**config.mk**
```make
export PLATFORM = sky130hd
export DESIGN_NAME = dcache_top
export DESIGN_NICKNAME = d
export VERILOG_FILES = /design/src/dcache_pkg.sv /design/src/dcache_lane_arbiter.sv /design/src/dcache_bank.sv /design/src/dcache_miss_ctrl.sv /design/src/dcache_top.sv
export VERILOG_INCLUDE_DIRS = /design/src /design/src/include
export SDC_FILE = /design/constraint.sdc
export NUM_CORES = 2
export LEC_CHECK = 0
export BUFFER_PORTS_ARGS = -buffer_cell sky130_fd_sc_hd__buf_2
export CORE_ASPECT_RATIO = 2
export CORE_UTILIZATION = 39
export DETAILED_ROUTE_END_ITERATION = 16
export PLACE_DENSITY = 0.66
export SYNTH_ARGS = -nofsm -noshare
export SYNTH_HDL_FRONTEND = slang
export SYNTH_HIERARCHICAL = 1
export SYNTH_SLANG_ARGS = --single-unit
```
**constraint.sdc**
```tcl
create_clock -name clk -period 15.2 [get_ports clk]
set_input_delay 0.76 -clock clk [delete_from_list [all_inputs] [get_ports clk]]
set_output_delay 0.76 -clock clk [all_outputs]
set_load 0.01 [all_outputs]
```
**src/include/dcache_defines.svh**
```systemverilog
`ifndef DCACHE_DEFINES_SVH
`define DCACHE_DEFINES_SVH

// lanes in one request group
`define DC_LANES 4

// banks, one word of each line per bank
`define DC_BANKS 4

// direct-mapped sets
`define DC_SETS 16

// address field start bits
`define DC_BANK_LSB  2
`define DC_INDEX_LSB 4
`define DC_TAG_LSB   8

// clears the word offset of a line address
`define DC_LINE_MASK 32'hffff_fff0

`endif

```
**src/dcache_pkg.sv**
```systemverilog
`include "dcache_defines.svh"

package dcache_pkg;

    // field widths derived from the address layout
    localparam int LANE_W  = $clog2(`DC_LANES);
    localparam int BANK_W  = `DC_INDEX_LSB - `DC_BANK_LSB;
    localparam int INDEX_W = `DC_TAG_LSB - `DC_INDEX_LSB;
    localparam int TAG_W   = 32 - `DC_TAG_LSB;

    // one lane's request, word address only
    typedef struct packed {
        logic [31:0] addr;
        logic [31:0] wdata;
    } lane_req_t;

    // whole line, word[b] lives in bank b
    typedef struct packed {
        logic [`DC_BANKS-1:0][31:0] word;
    } mem_line_t;

    // combined write-back plus fill transaction
    typedef struct packed {
        logic [31:0] victim_addr;
        logic [31:0] fill_addr;
        logic        wb;          // victim line goes back first
        mem_line_t   victim_data;
    } mem_req_t;

    // lane picked by the arbiter for one bank
    typedef struct packed {
        logic              valid;
        logic [LANE_W-1:0] lane;
    } bank_sel_t;

    typedef enum logic [1:0] {
        MS_IDLE,
        MS_REQ,
        MS_RELEASE
    } miss_state_e;

endpackage

```
**src/dcache_lane_arbiter.sv**
```systemverilog
`include "dcache_defines.svh"

module dcache_lane_arbiter (
    input  logic [`DC_LANES-1:0]                       i_valid,
    input  dcache_pkg::lane_req_t [`DC_LANES-1:0]      i_req,
    output dcache_pkg::bank_sel_t [`DC_BANKS-1:0]      o_sel
);

    // lanes that want each bank
    logic [`DC_BANKS-1:0][`DC_LANES-1:0] bank_mask;

    always_comb begin
        for (int b = 0; b < `DC_BANKS; b++) begin
            for (int l = 0; l < `DC_LANES; l++) begin
                bank_mask[b][l] = i_valid[l] &&
                    (i_req[l].addr[`DC_INDEX_LSB-1:`DC_BANK_LSB] == dcache_pkg::BANK_W'(b));
            end
        end
    end

    // fixed priority, lowest lane wins
    always_comb begin
        for (int b = 0; b < `DC_BANKS; b++) begin
            o_sel[b] = '0;
            for (int l = `DC_LANES - 1; l >= 0; l--) begin
                if (bank_mask[b][l]) begin
                    o_sel[b].valid = 1'b1;
                    o_sel[b].lane  = dcache_pkg::LANE_W'(l);
                end
            end
        end
    end

endmodule

```
**src/dcache_bank.sv**
```systemverilog
`include "dcache_defines.svh"

module dcache_bank (
    input  logic                           clk,
    input  logic                           rst,
    input  logic                           i_lookup,
    input  logic                           i_write,
    input  logic [dcache_pkg::INDEX_W-1:0] i_index,
    input  logic [dcache_pkg::TAG_W-1:0]   i_tag,
    input  logic [31:0]                    i_wdata,
    input  logic                           i_fill,
    input  logic [dcache_pkg::INDEX_W-1:0] i_fill_index,
    input  logic [dcache_pkg::TAG_W-1:0]   i_fill_tag,
    input  logic [31:0]                    i_fill_data,
    output logic                           o_hit,
    output logic [31:0]                    o_rdata,
    output logic [dcache_pkg::TAG_W-1:0]   o_victim_tag,
    output logic                           o_victim_dirty,
    output logic [31:0]                    o_victim_data
);

    logic [`DC_SETS-1:0]          valid_q;
    logic [`DC_SETS-1:0]          dirty_q;
    logic [dcache_pkg::TAG_W-1:0] tag_mem [`DC_SETS];
    logic [31:0]                  data_mem [`DC_SETS];
    logic                         wr_hit;

    // combinational lookup
    assign o_hit   = i_lookup && valid_q[i_index] && (tag_mem[i_index] == i_tag);
    assign wr_hit  = o_hit && i_write;
    assign o_rdata = data_mem[i_index];

    // entry at the looked-up index, used when it gets evicted
    assign o_victim_tag   = tag_mem[i_index];
    assign o_victim_dirty = valid_q[i_index] && dirty_q[i_index];
    assign o_victim_data  = data_mem[i_index];

    always_ff @(posedge clk or posedge rst) begin
        if (rst) begin
            valid_q <= '0;
            dirty_q <= '0;
        end else if (i_fill) begin
            valid_q[i_fill_index] <= 1'b1;
            dirty_q[i_fill_index] <= 1'b0;   // fresh copy of memory
        end else if (wr_hit) begin
            dirty_q[i_index] <= 1'b1;
        end
    end

    // fill and lookup never overlap, lookups are held off while a miss runs
    always_ff @(posedge clk) begin
        if (i_fill) begin
            tag_mem[i_fill_index]  <= i_fill_tag;
            data_mem[i_fill_index] <= i_fill_data;
        end else if (wr_hit) begin
            data_mem[i_index] <= i_wdata;
        end
    end

endmodule

```
**src/dcache_miss_ctrl.sv**
```systemverilog
`include "dcache_defines.svh"

module dcache_miss_ctrl (
    input  logic                                           clk,
    input  logic                                           rst,
    input  logic [`DC_BANKS-1:0]                           i_miss,
    input  logic [`DC_BANKS-1:0][31:0]                     i_addr,
    input  logic [`DC_BANKS-1:0][dcache_pkg::TAG_W-1:0]    i_victim_tag,
    input  logic [`DC_BANKS-1:0]                           i_victim_dirty,
    input  logic [`DC_BANKS-1:0][31:0]                     i_victim_data,
    input  logic                                           i_mem_ack,
    input  dcache_pkg::mem_line_t                          i_mem_rdata,
    output logic                                           o_mem_req,
    output dcache_pkg::mem_req_t                           o_mem_pkt,
    output logic                                           o_fill,
    output logic [dcache_pkg::INDEX_W-1:0]                 o_fill_index,
    output logic [dcache_pkg::TAG_W-1:0]                   o_fill_tag,
    output dcache_pkg::mem_line_t                          o_fill_data,
    output logic                                           o_busy
);

    dcache_pkg::miss_state_e  state_q;
    dcache_pkg::miss_state_e  state_d;
    logic [dcache_pkg::BANK_W-1:0] miss_bank;
    logic                     start;
    logic [31:0]              fill_addr_q;
    logic [31:0]              victim_addr_q;

    // lowest bank that missed
    always_comb begin
        miss_bank = '0;
        for (int b = `DC_BANKS - 1; b >= 0; b--) begin
            if (i_miss[b]) begin
                miss_bank = dcache_pkg::BANK_W'(b);
            end
        end
    end

    assign start = (state_q == dcache_pkg::MS_IDLE) && (|i_miss);

    always_comb begin
        state_d = state_q;
        case (state_q)
            dcache_pkg::MS_IDLE:    if (start) state_d = dcache_pkg::MS_REQ;
            dcache_pkg::MS_REQ:     if (i_mem_ack) state_d = dcache_pkg::MS_RELEASE;
            dcache_pkg::MS_RELEASE: if (!i_mem_ack) state_d = dcache_pkg::MS_IDLE;
            default:                state_d = dcache_pkg::MS_IDLE;
        endcase
    end

    always_ff @(posedge clk or posedge rst) begin
        if (rst) begin
            state_q <= dcache_pkg::MS_IDLE;
        end else begin
            state_q <= state_d;
        end
    end

    // line addresses captured in the miss cycle
    always_ff @(posedge clk) begin
        if (start) begin
            fill_addr_q   <= i_addr[miss_bank] & `DC_LINE_MASK;
            victim_addr_q <= {i_victim_tag[miss_bank],
                              i_addr[miss_bank][`DC_TAG_LSB-1:`DC_INDEX_LSB],
                              {`DC_INDEX_LSB{1'b0}}};
        end
    end

    // banks sit on the fill index while busy, so all words belong to the victim
    always_comb begin
        o_mem_pkt.victim_addr      = victim_addr_q;
        o_mem_pkt.fill_addr        = fill_addr_q;
        o_mem_pkt.wb               = |i_victim_dirty;   // any dirty word sends the line back
        o_mem_pkt.victim_data.word = i_victim_data;
    end

    assign o_mem_req = (state_q == dcache_pkg::MS_REQ);
    assign o_busy    = (state_q != dcache_pkg::MS_IDLE);

    // one-cycle strobe on the first ack
    assign o_fill       = (state_q == dcache_pkg::MS_REQ) && i_mem_ack;
    assign o_fill_index = fill_addr_q[`DC_TAG_LSB-1:`DC_INDEX_LSB];
    assign o_fill_tag   = fill_addr_q[31:`DC_TAG_LSB];
    assign o_fill_data  = i_mem_rdata;

endmodule

```
**src/dcache_top.sv**
```systemverilog
`include "dcache_defines.svh"

module dcache_top (
    input  logic                                   clk,
    input  logic                                   rst,
    input  logic [`DC_LANES-1:0]                   i_p_valid,
    input  dcache_pkg::lane_req_t [`DC_LANES-1:0]  i_p_req,
    input  logic                                   i_p_write,
    output logic [`DC_LANES-1:0][31:0]             o_p_rdata,
    output logic                                   o_p_delay,
    output logic                                   o_mem_req,
    output dcache_pkg::mem_req_t                   o_mem_pkt,
    input  logic                                   i_mem_ack,
    input  dcache_pkg::mem_line_t                  i_mem_rdata
);

    logic [`DC_LANES-1:0]                        stored_q;
    logic [`DC_LANES-1:0]                        use_valid;
    logic [`DC_LANES-1:0]                        served;
    logic [`DC_LANES-1:0]                        next_stored;
    logic [`DC_LANES-1:0][31:0]                  result_q;
    logic [`DC_LANES-1:0][31:0]                  new_data;

    dcache_pkg::bank_sel_t [`DC_BANKS-1:0]       sel;
    logic [`DC_BANKS-1:0][31:0]                  bank_addr;
    logic [`DC_BANKS-1:0][31:0]                  bank_rdata;
    logic [`DC_BANKS-1:0]                        lookup;
    logic [`DC_BANKS-1:0]                        hit;
    logic [`DC_BANKS-1:0]                        miss;
    logic [`DC_BANKS-1:0][dcache_pkg::TAG_W-1:0] victim_tag;
    logic [`DC_BANKS-1:0]                        victim_dirty;
    logic [`DC_BANKS-1:0][31:0]                  victim_data;

    logic                                        busy;
    logic                                        fill;
    logic [dcache_pkg::INDEX_W-1:0]              fill_index;
    logic [dcache_pkg::TAG_W-1:0]                fill_tag;
    dcache_pkg::mem_line_t                       fill_data;

    // a new group is taken only when nothing is left over
    assign use_valid = (stored_q == '0) ? i_p_valid : stored_q;

    dcache_lane_arbiter u_arbiter (
        .i_valid (use_valid),
        .i_req   (i_p_req),
        .o_sel   (sel)
    );

    for (genvar b = 0; b < `DC_BANKS; b++) begin : g_bank
        logic [dcache_pkg::INDEX_W-1:0] index;

        assign bank_addr[b] = i_p_req[sel[b].lane].addr;
        assign lookup[b]    = sel[b].valid && !busy;   // no lookups during a miss
        assign miss[b]      = lookup[b] && !hit[b];
        // victim read-out and fill both use the miss index
        assign index = busy ? fill_index : bank_addr[b][`DC_TAG_LSB-1:`DC_INDEX_LSB];

        dcache_bank u_bank (
            .clk            (clk),
            .rst            (rst),
            .i_lookup       (lookup[b]),
            .i_write        (i_p_write),
            .i_index        (index),
            .i_tag          (bank_addr[b][31:`DC_TAG_LSB]),
            .i_wdata        (i_p_req[sel[b].lane].wdata),
            .i_fill         (fill),
            .i_fill_index   (fill_index),
            .i_fill_tag     (fill_tag),
            .i_fill_data    (fill_data.word[b]),
            .o_hit          (hit[b]),
            .o_rdata        (bank_rdata[b]),
            .o_victim_tag   (victim_tag[b]),
            .o_victim_dirty (victim_dirty[b]),
            .o_victim_data  (victim_data[b])
        );
    end

    dcache_miss_ctrl u_miss_ctrl (
        .clk            (clk),
        .rst            (rst),
        .i_miss         (miss),
        .i_addr         (bank_addr),
        .i_victim_tag   (victim_tag),
        .i_victim_dirty (victim_dirty),
        .i_victim_data  (victim_data),
        .i_mem_ack      (i_mem_ack),
        .i_mem_rdata    (i_mem_rdata),
        .o_mem_req      (o_mem_req),
        .o_mem_pkt      (o_mem_pkt),
        .o_fill         (fill),
        .o_fill_index   (fill_index),
        .o_fill_tag     (fill_tag),
        .o_fill_data    (fill_data),
        .o_busy         (busy)
    );

    // hitting banks overwrite their lane, the rest keep earlier results
    always_comb begin
        served   = '0;
        new_data = result_q;
        for (int b = 0; b < `DC_BANKS; b++) begin
            if (hit[b]) begin
                served[sel[b].lane]   = 1'b1;
                new_data[sel[b].lane] = bank_rdata[b];
            end
        end
    end

    assign next_stored = use_valid & ~served;
    assign o_p_rdata   = new_data;
    assign o_p_delay   = (next_stored != '0) || busy;

    always_ff @(posedge clk or posedge rst) begin
        if (rst) begin
            stored_q <= '0;
        end else begin
            stored_q <= next_stored;
        end
    end

    always_ff @(posedge clk) begin
        result_q <= new_data;
    end

endmodule

```
# Word-level counts from Yosys, hierarchy flattened
# Memories as Yosys holds them, arrays and structs flattened.
# Cells that the tools add are included.
# word_totals
regBits	318
mem_bits_rw	3584
input_bits	392
out_inout_bits	323
word_cells	287
mem_count	8
# op_classes
magnitude_cmp	19
eq_ne	21
mux	129
bitwise	18
n_reduce_logical	76
# mem_list
memory	words	word_bits	read_ports	rd_ports_with_merged_regs	wr	line_no	source
g_bank[0].u_bank.data_mem	16	32	1	0	1	dcache_bank.sv:25	logic [31:0] data_mem [`DC_SETS];
g_bank[1].u_bank.data_mem	16	32	1	0	1	dcache_bank.sv:25	
g_bank[2].u_bank.data_mem	16	32	1	0	1	dcache_bank.sv:25	
g_bank[3].u_bank.data_mem	16	32	1	0	1	dcache_bank.sv:25	
g_bank[0].u_bank.tag_mem	16	24	1	0	1	dcache_bank.sv:24	logic [dcache_pkg::TAG_W-1:0] tag_mem [`DC_SETS];
g_bank[1].u_bank.tag_mem	16	24	1	0	1	dcache_bank.sv:24	
2 more memories	-	-	-	-	-	-	
# op_table
op	n
$bmux W64 S2	4
$bwmux W128	4
$mux W128	4
$mux W32	9
$demux W32 S2	4
$mux W64	4
$mux W16	8
$or A16 B16 Y16	8
$reduce_or A32 Y1	4
$eq A24 B24 Y1	4
$and A16 B16 Y16	4
$bmux W32 S2	1
$mux W4	13
$logic_and A1 B1 Y1	51
$bmux W24 S2	1
$mux W3	16
$mux W1	35
$bmux W1 S4	8
$lt A4 B5 Y1 const B	5
$mux W24	1
$demux W1 S4	5
$ge A4 B1 Y1 const B	5
$eq A2 B2 Y1 const B	9
$not A16 Y16	1
19 further kinds	55

# Logic depth before layout (Yosys ltp)
# logic_depth
depth_word	25
depth_mapped	29

# By module
# Netlist, hierarchy kept.
# modules_own_cells
module	instances	cells_each	area_each_um2	seq_area_each_um2
dcache_bank (g_bank[1].u_bank ...)	2	1791	37649.9	27706.6
dcache_bank (g_bank[3].u_bank)	1	1776	37440.9	27706.6
dcache_bank (g_bank[0].u_bank)	1	1752	37175.7	27706.6
dcache_top	1	1134	13719.4	2662.6
dcache_miss_ctrl	1	609	5662.9	1611.5
dcache_lane_arbiter	1	42	237.7	0.0

# Least setup slack after synthesis
# No wires, ideal clock.
# synth_path
path_kind	input to register
startpoint	in i_p_valid[2]
endpoint	mem g_bank[3].u_bank.data_mem[0][0] (enable)
arrival_time_ps	7464
required_time_ps	14730
path_slack_ps	7266
path_stages	18
n_path_buf	3
path_cell_list	a31oi_1 > inv_1 > nand2_1 > o21ai_0 > a21boi_0 > buf_2 > mux4_2 > inv_1 > o21ai_0 > buf_6 > mux4_2 > a2111o_1 > a2111oi_2 > o2111ai_1 > nor4_2 > nand4_4 > buf_2 > o31ai_1
# synth_rtl
item	line_no	source
start: declaration	dcache_top.sv:6	input logic [`DC_LANES-1:0] i_p_valid,
end: declaration	dcache_bank.sv:25	

==> metrics.cfg <==
[outcome]
status=completed

[synth]
postSynthCellCount=8879
syn_area_per_cell_um2=19.1
synth.cell_area_um2=169000
yosys_warnings=6

[cts]
post_cts_buffers=0
clkLatencyLatePin_ps=980
clockBufferDepth=4
clk_pin_slew_worst_paths_ps=70
cts.sink_count=3898
cts-htree-levels=5
numCtsBuffers=359
cts-root-buf=clkbuf_16
cts_tree=yes

[critical_path]
cp-start-kind=flip-flop
cp_max_fo=75
crit_arrival_ps=11390
timing.setup.critical_path_class=reg2out
end_kind=primary output
cp.required_ps=14440

[routing]
drt_first_iter_violations=12300
vias=95400
wl_mm=613
wl_met2_mm=286
drt-met1-wl_mm=201
ant_nets=0
routedWlPerCell_um=40.1
dr.pass1.iters=6
vias_per_cell=6.24
highest_layer=met5
drc=0
wl_met3_mm=66.8

[timing]
period_needed_ps=12150
maxSlewHeadroom=0.0387
max_freq_mhz=82.3
finalSetupTns_ps=0
fin_ws_ps=3050
slew_viol_final=0
setup-violations-final=0
tightest_slew_ps=1440
rsz0062_at_grt=no
fin_skew_ps=75.0
period_share=0.799
hold_viol_final=0

[grt]
track_usage=0.277
gr-total-overflow=0
grt_pass1_vias=94100
antenna_found_initial=150
grt_pass1_wl_mm=816
grt_start_max_net_pins=151

[pwr]
total_leakage_power_nw=62.3
p_int_mw=24.6
switchingPower_mw=18.6
p_comb_frac=0.481
p_per_area_nw_per_um2=229
swShare=0.431
power.total_mw=43.2
clkPwrFrac=0.208
seqPwrFrac=0.311
irDropWorstVdd_uv=224

[min_path]
hold_class=in2reg

[floorplan]
fp.coreArea_um2=431000
boundaryPins=715
rows=341
start_util=0.392
dieWidth_um=468
dieArea_um2=437000
die_h_um=933

[placement]
hpwl_mm=414
place_inst=14500
io_buffers=698
routabilityCongestion=0.980
dp_slack_ps=3980

[finish]
nNetsFinal=9623
final_cell_count_no_fill=15300
final_util=0.437
syn2layout_area_growth_pct=11.5
drive_gt1_frac=0.323

[flow_run]
drv_cap=0

==> final timing paths <==
| kind | from | end | slack [ps] | cells after the start |
|---|---|---|---|---|
| worst max-delay path | stored_q[1] | o_p_rdata[34] | 3050 | 27 |
| worst min-delay path | i_mem_ack | u_miss_ctrl/state_q[0] | 90 | 2 |
| worst max register to register | stored_q[3] | u_miss_ctrl/victim_addr_q[26] | 4720 | 25 |
| worst min register to register | g_bank[3].u_bank/valid_q[8] | g_bank[3].u_bank/valid_q[8] | 470 | 1 |
| max in group asynchronous | rst | g_bank[1].u_bank/dirty_q[6] | 13650 | 5 |
| min in group asynchronous | rst | stored_q[1] | 640 | 4 |
==> sequential cells by signal, indices dropped and copies added, names as in the netlist <==
| register | flops |
|---|---|
| g_bank.u_bank/data_mem | 2048 |
| g_bank.u_bank/tag_mem | 1536 |
| result_q | 128 |
| g_bank.u_bank/dirty_q | 64 |
| g_bank.u_bank/valid_q | 64 |
| u_miss_ctrl/victim_addr_q | 28 |
| u_miss_ctrl/fill_addr_q | 24 |
| stored_q | 4 |
| u_miss_ctrl/state_q | 2 |
==> layer usage <==
| layer | track usage | vias to the layer above |
|---|---|---|
| li1 | - | 37000 |
| met1 | 0.312 | 50600 |
| met2 | 0.431 | 6145 |
| met3 | 0.0842 | 1555 |
| met4 | 0.227 | 82 |
| met5 | 0 | - |
==> cell type report <==
type | count | area [µm²]
well taps | 5659 | 7080
flip-flops and latches | 3898 | 115000
multi-input cells | 3881 | 48700
inverters | 140 | 529
fillers | 36700 | 243000
clock buffers | 432 | 9350
diodes | 113 | 283
repair buffers | 951 | 5620
clock inverters | 216 | 2070
==> stage by stage <==
step	area [µm²]	hold WS, ps
3_5_place_dp	177000	451
3_3_place_gp	177000	444
5_1_grt	189000	41.8
6_report	189000	87.8
4_1_cts	188000	10.3
2_1_floorplan	169000	429
==> critical path: stages (launching register included) <==
cell,delay [ps]
dfrtp_1,400
nor2_1,160
a31o_2,250
nor3b_1,330
a31oi_1,130
nor3_2,120
buf_4,500
buf_4,730
mux4_2,400
inv_1,80
o21ai_4,110
buf_4,490
buf_12,440
mux4_2,600
a22oi_1,270
nand2_1,430
xor2_1,350
nor4_1,350
nand2_1,80
or3_1,400
a2111oi_2,280
buf_4,280
nand3b_1,1020
buf_4,700
mux2i_1,190
a211oi_1,270
a221o_1,500
buf_2,240
==> cells in the final DEF (no fill, tap or decap), drive strengths merged, types with 11 or more instances in the layout <==
| master | count |
|---|---|
| dfxtp | 128 |
| nor3b | 16 |
| mux2i | 485 |
| nand2 | 355 |
| mux2 | 177 |
| buf | 950 |
| clkinvlp | 23 |
| o31ai | 85 |
| a221o | 131 |
| diode | 113 |
| clkinv | 163 |
| o22ai | 77 |
| and2 | 11 |
| xor2 | 15 |
| edfxtp | 3636 |
| nand3 | 77 |
| dfrtp | 134 |
| a31oi | 17 |
| mux4 | 1215 |
| a211oi | 138 |
| or2 | 15 |
| a22o | 11 |
| xnor2 | 71 |
| nand2b | 90 |
| o221ai | 65 |
| a221oi | 16 |
| a21oi | 90 |
| and3 | 24 |
| nand4 | 13 |
| bufinv | 30 |
| nor2b | 57 |
| clkbuf | 432 |
| o21ai | 111 |
| nor2 | 221 |
| nor3 | 26 |
| a22oi | 113 |
| inv | 140 |
==> timing repair <==
item                                   in CTS  in global routing
endpoints found under the hold margin       6                  0
hold buffers                                1                  0
gates resized for setup                     0                  0
==> power by group through the flow <==
stage / Clock, mW / Sequential (mW) / Combinational, mW
after detailed placement: 0 / 13.6 / 20.2
final: 8.99 / 13.4 / 20.8
after floorplan: 0 / 13.9 / 12.2
after global placement: 0 / 13.6 / 20.0
after global routing: 9.46 / 13.5 / 21.0
after CTS: 9.10 / 13.4 / 20.2
No activity file was read; power rests on OpenSTA's default activity.
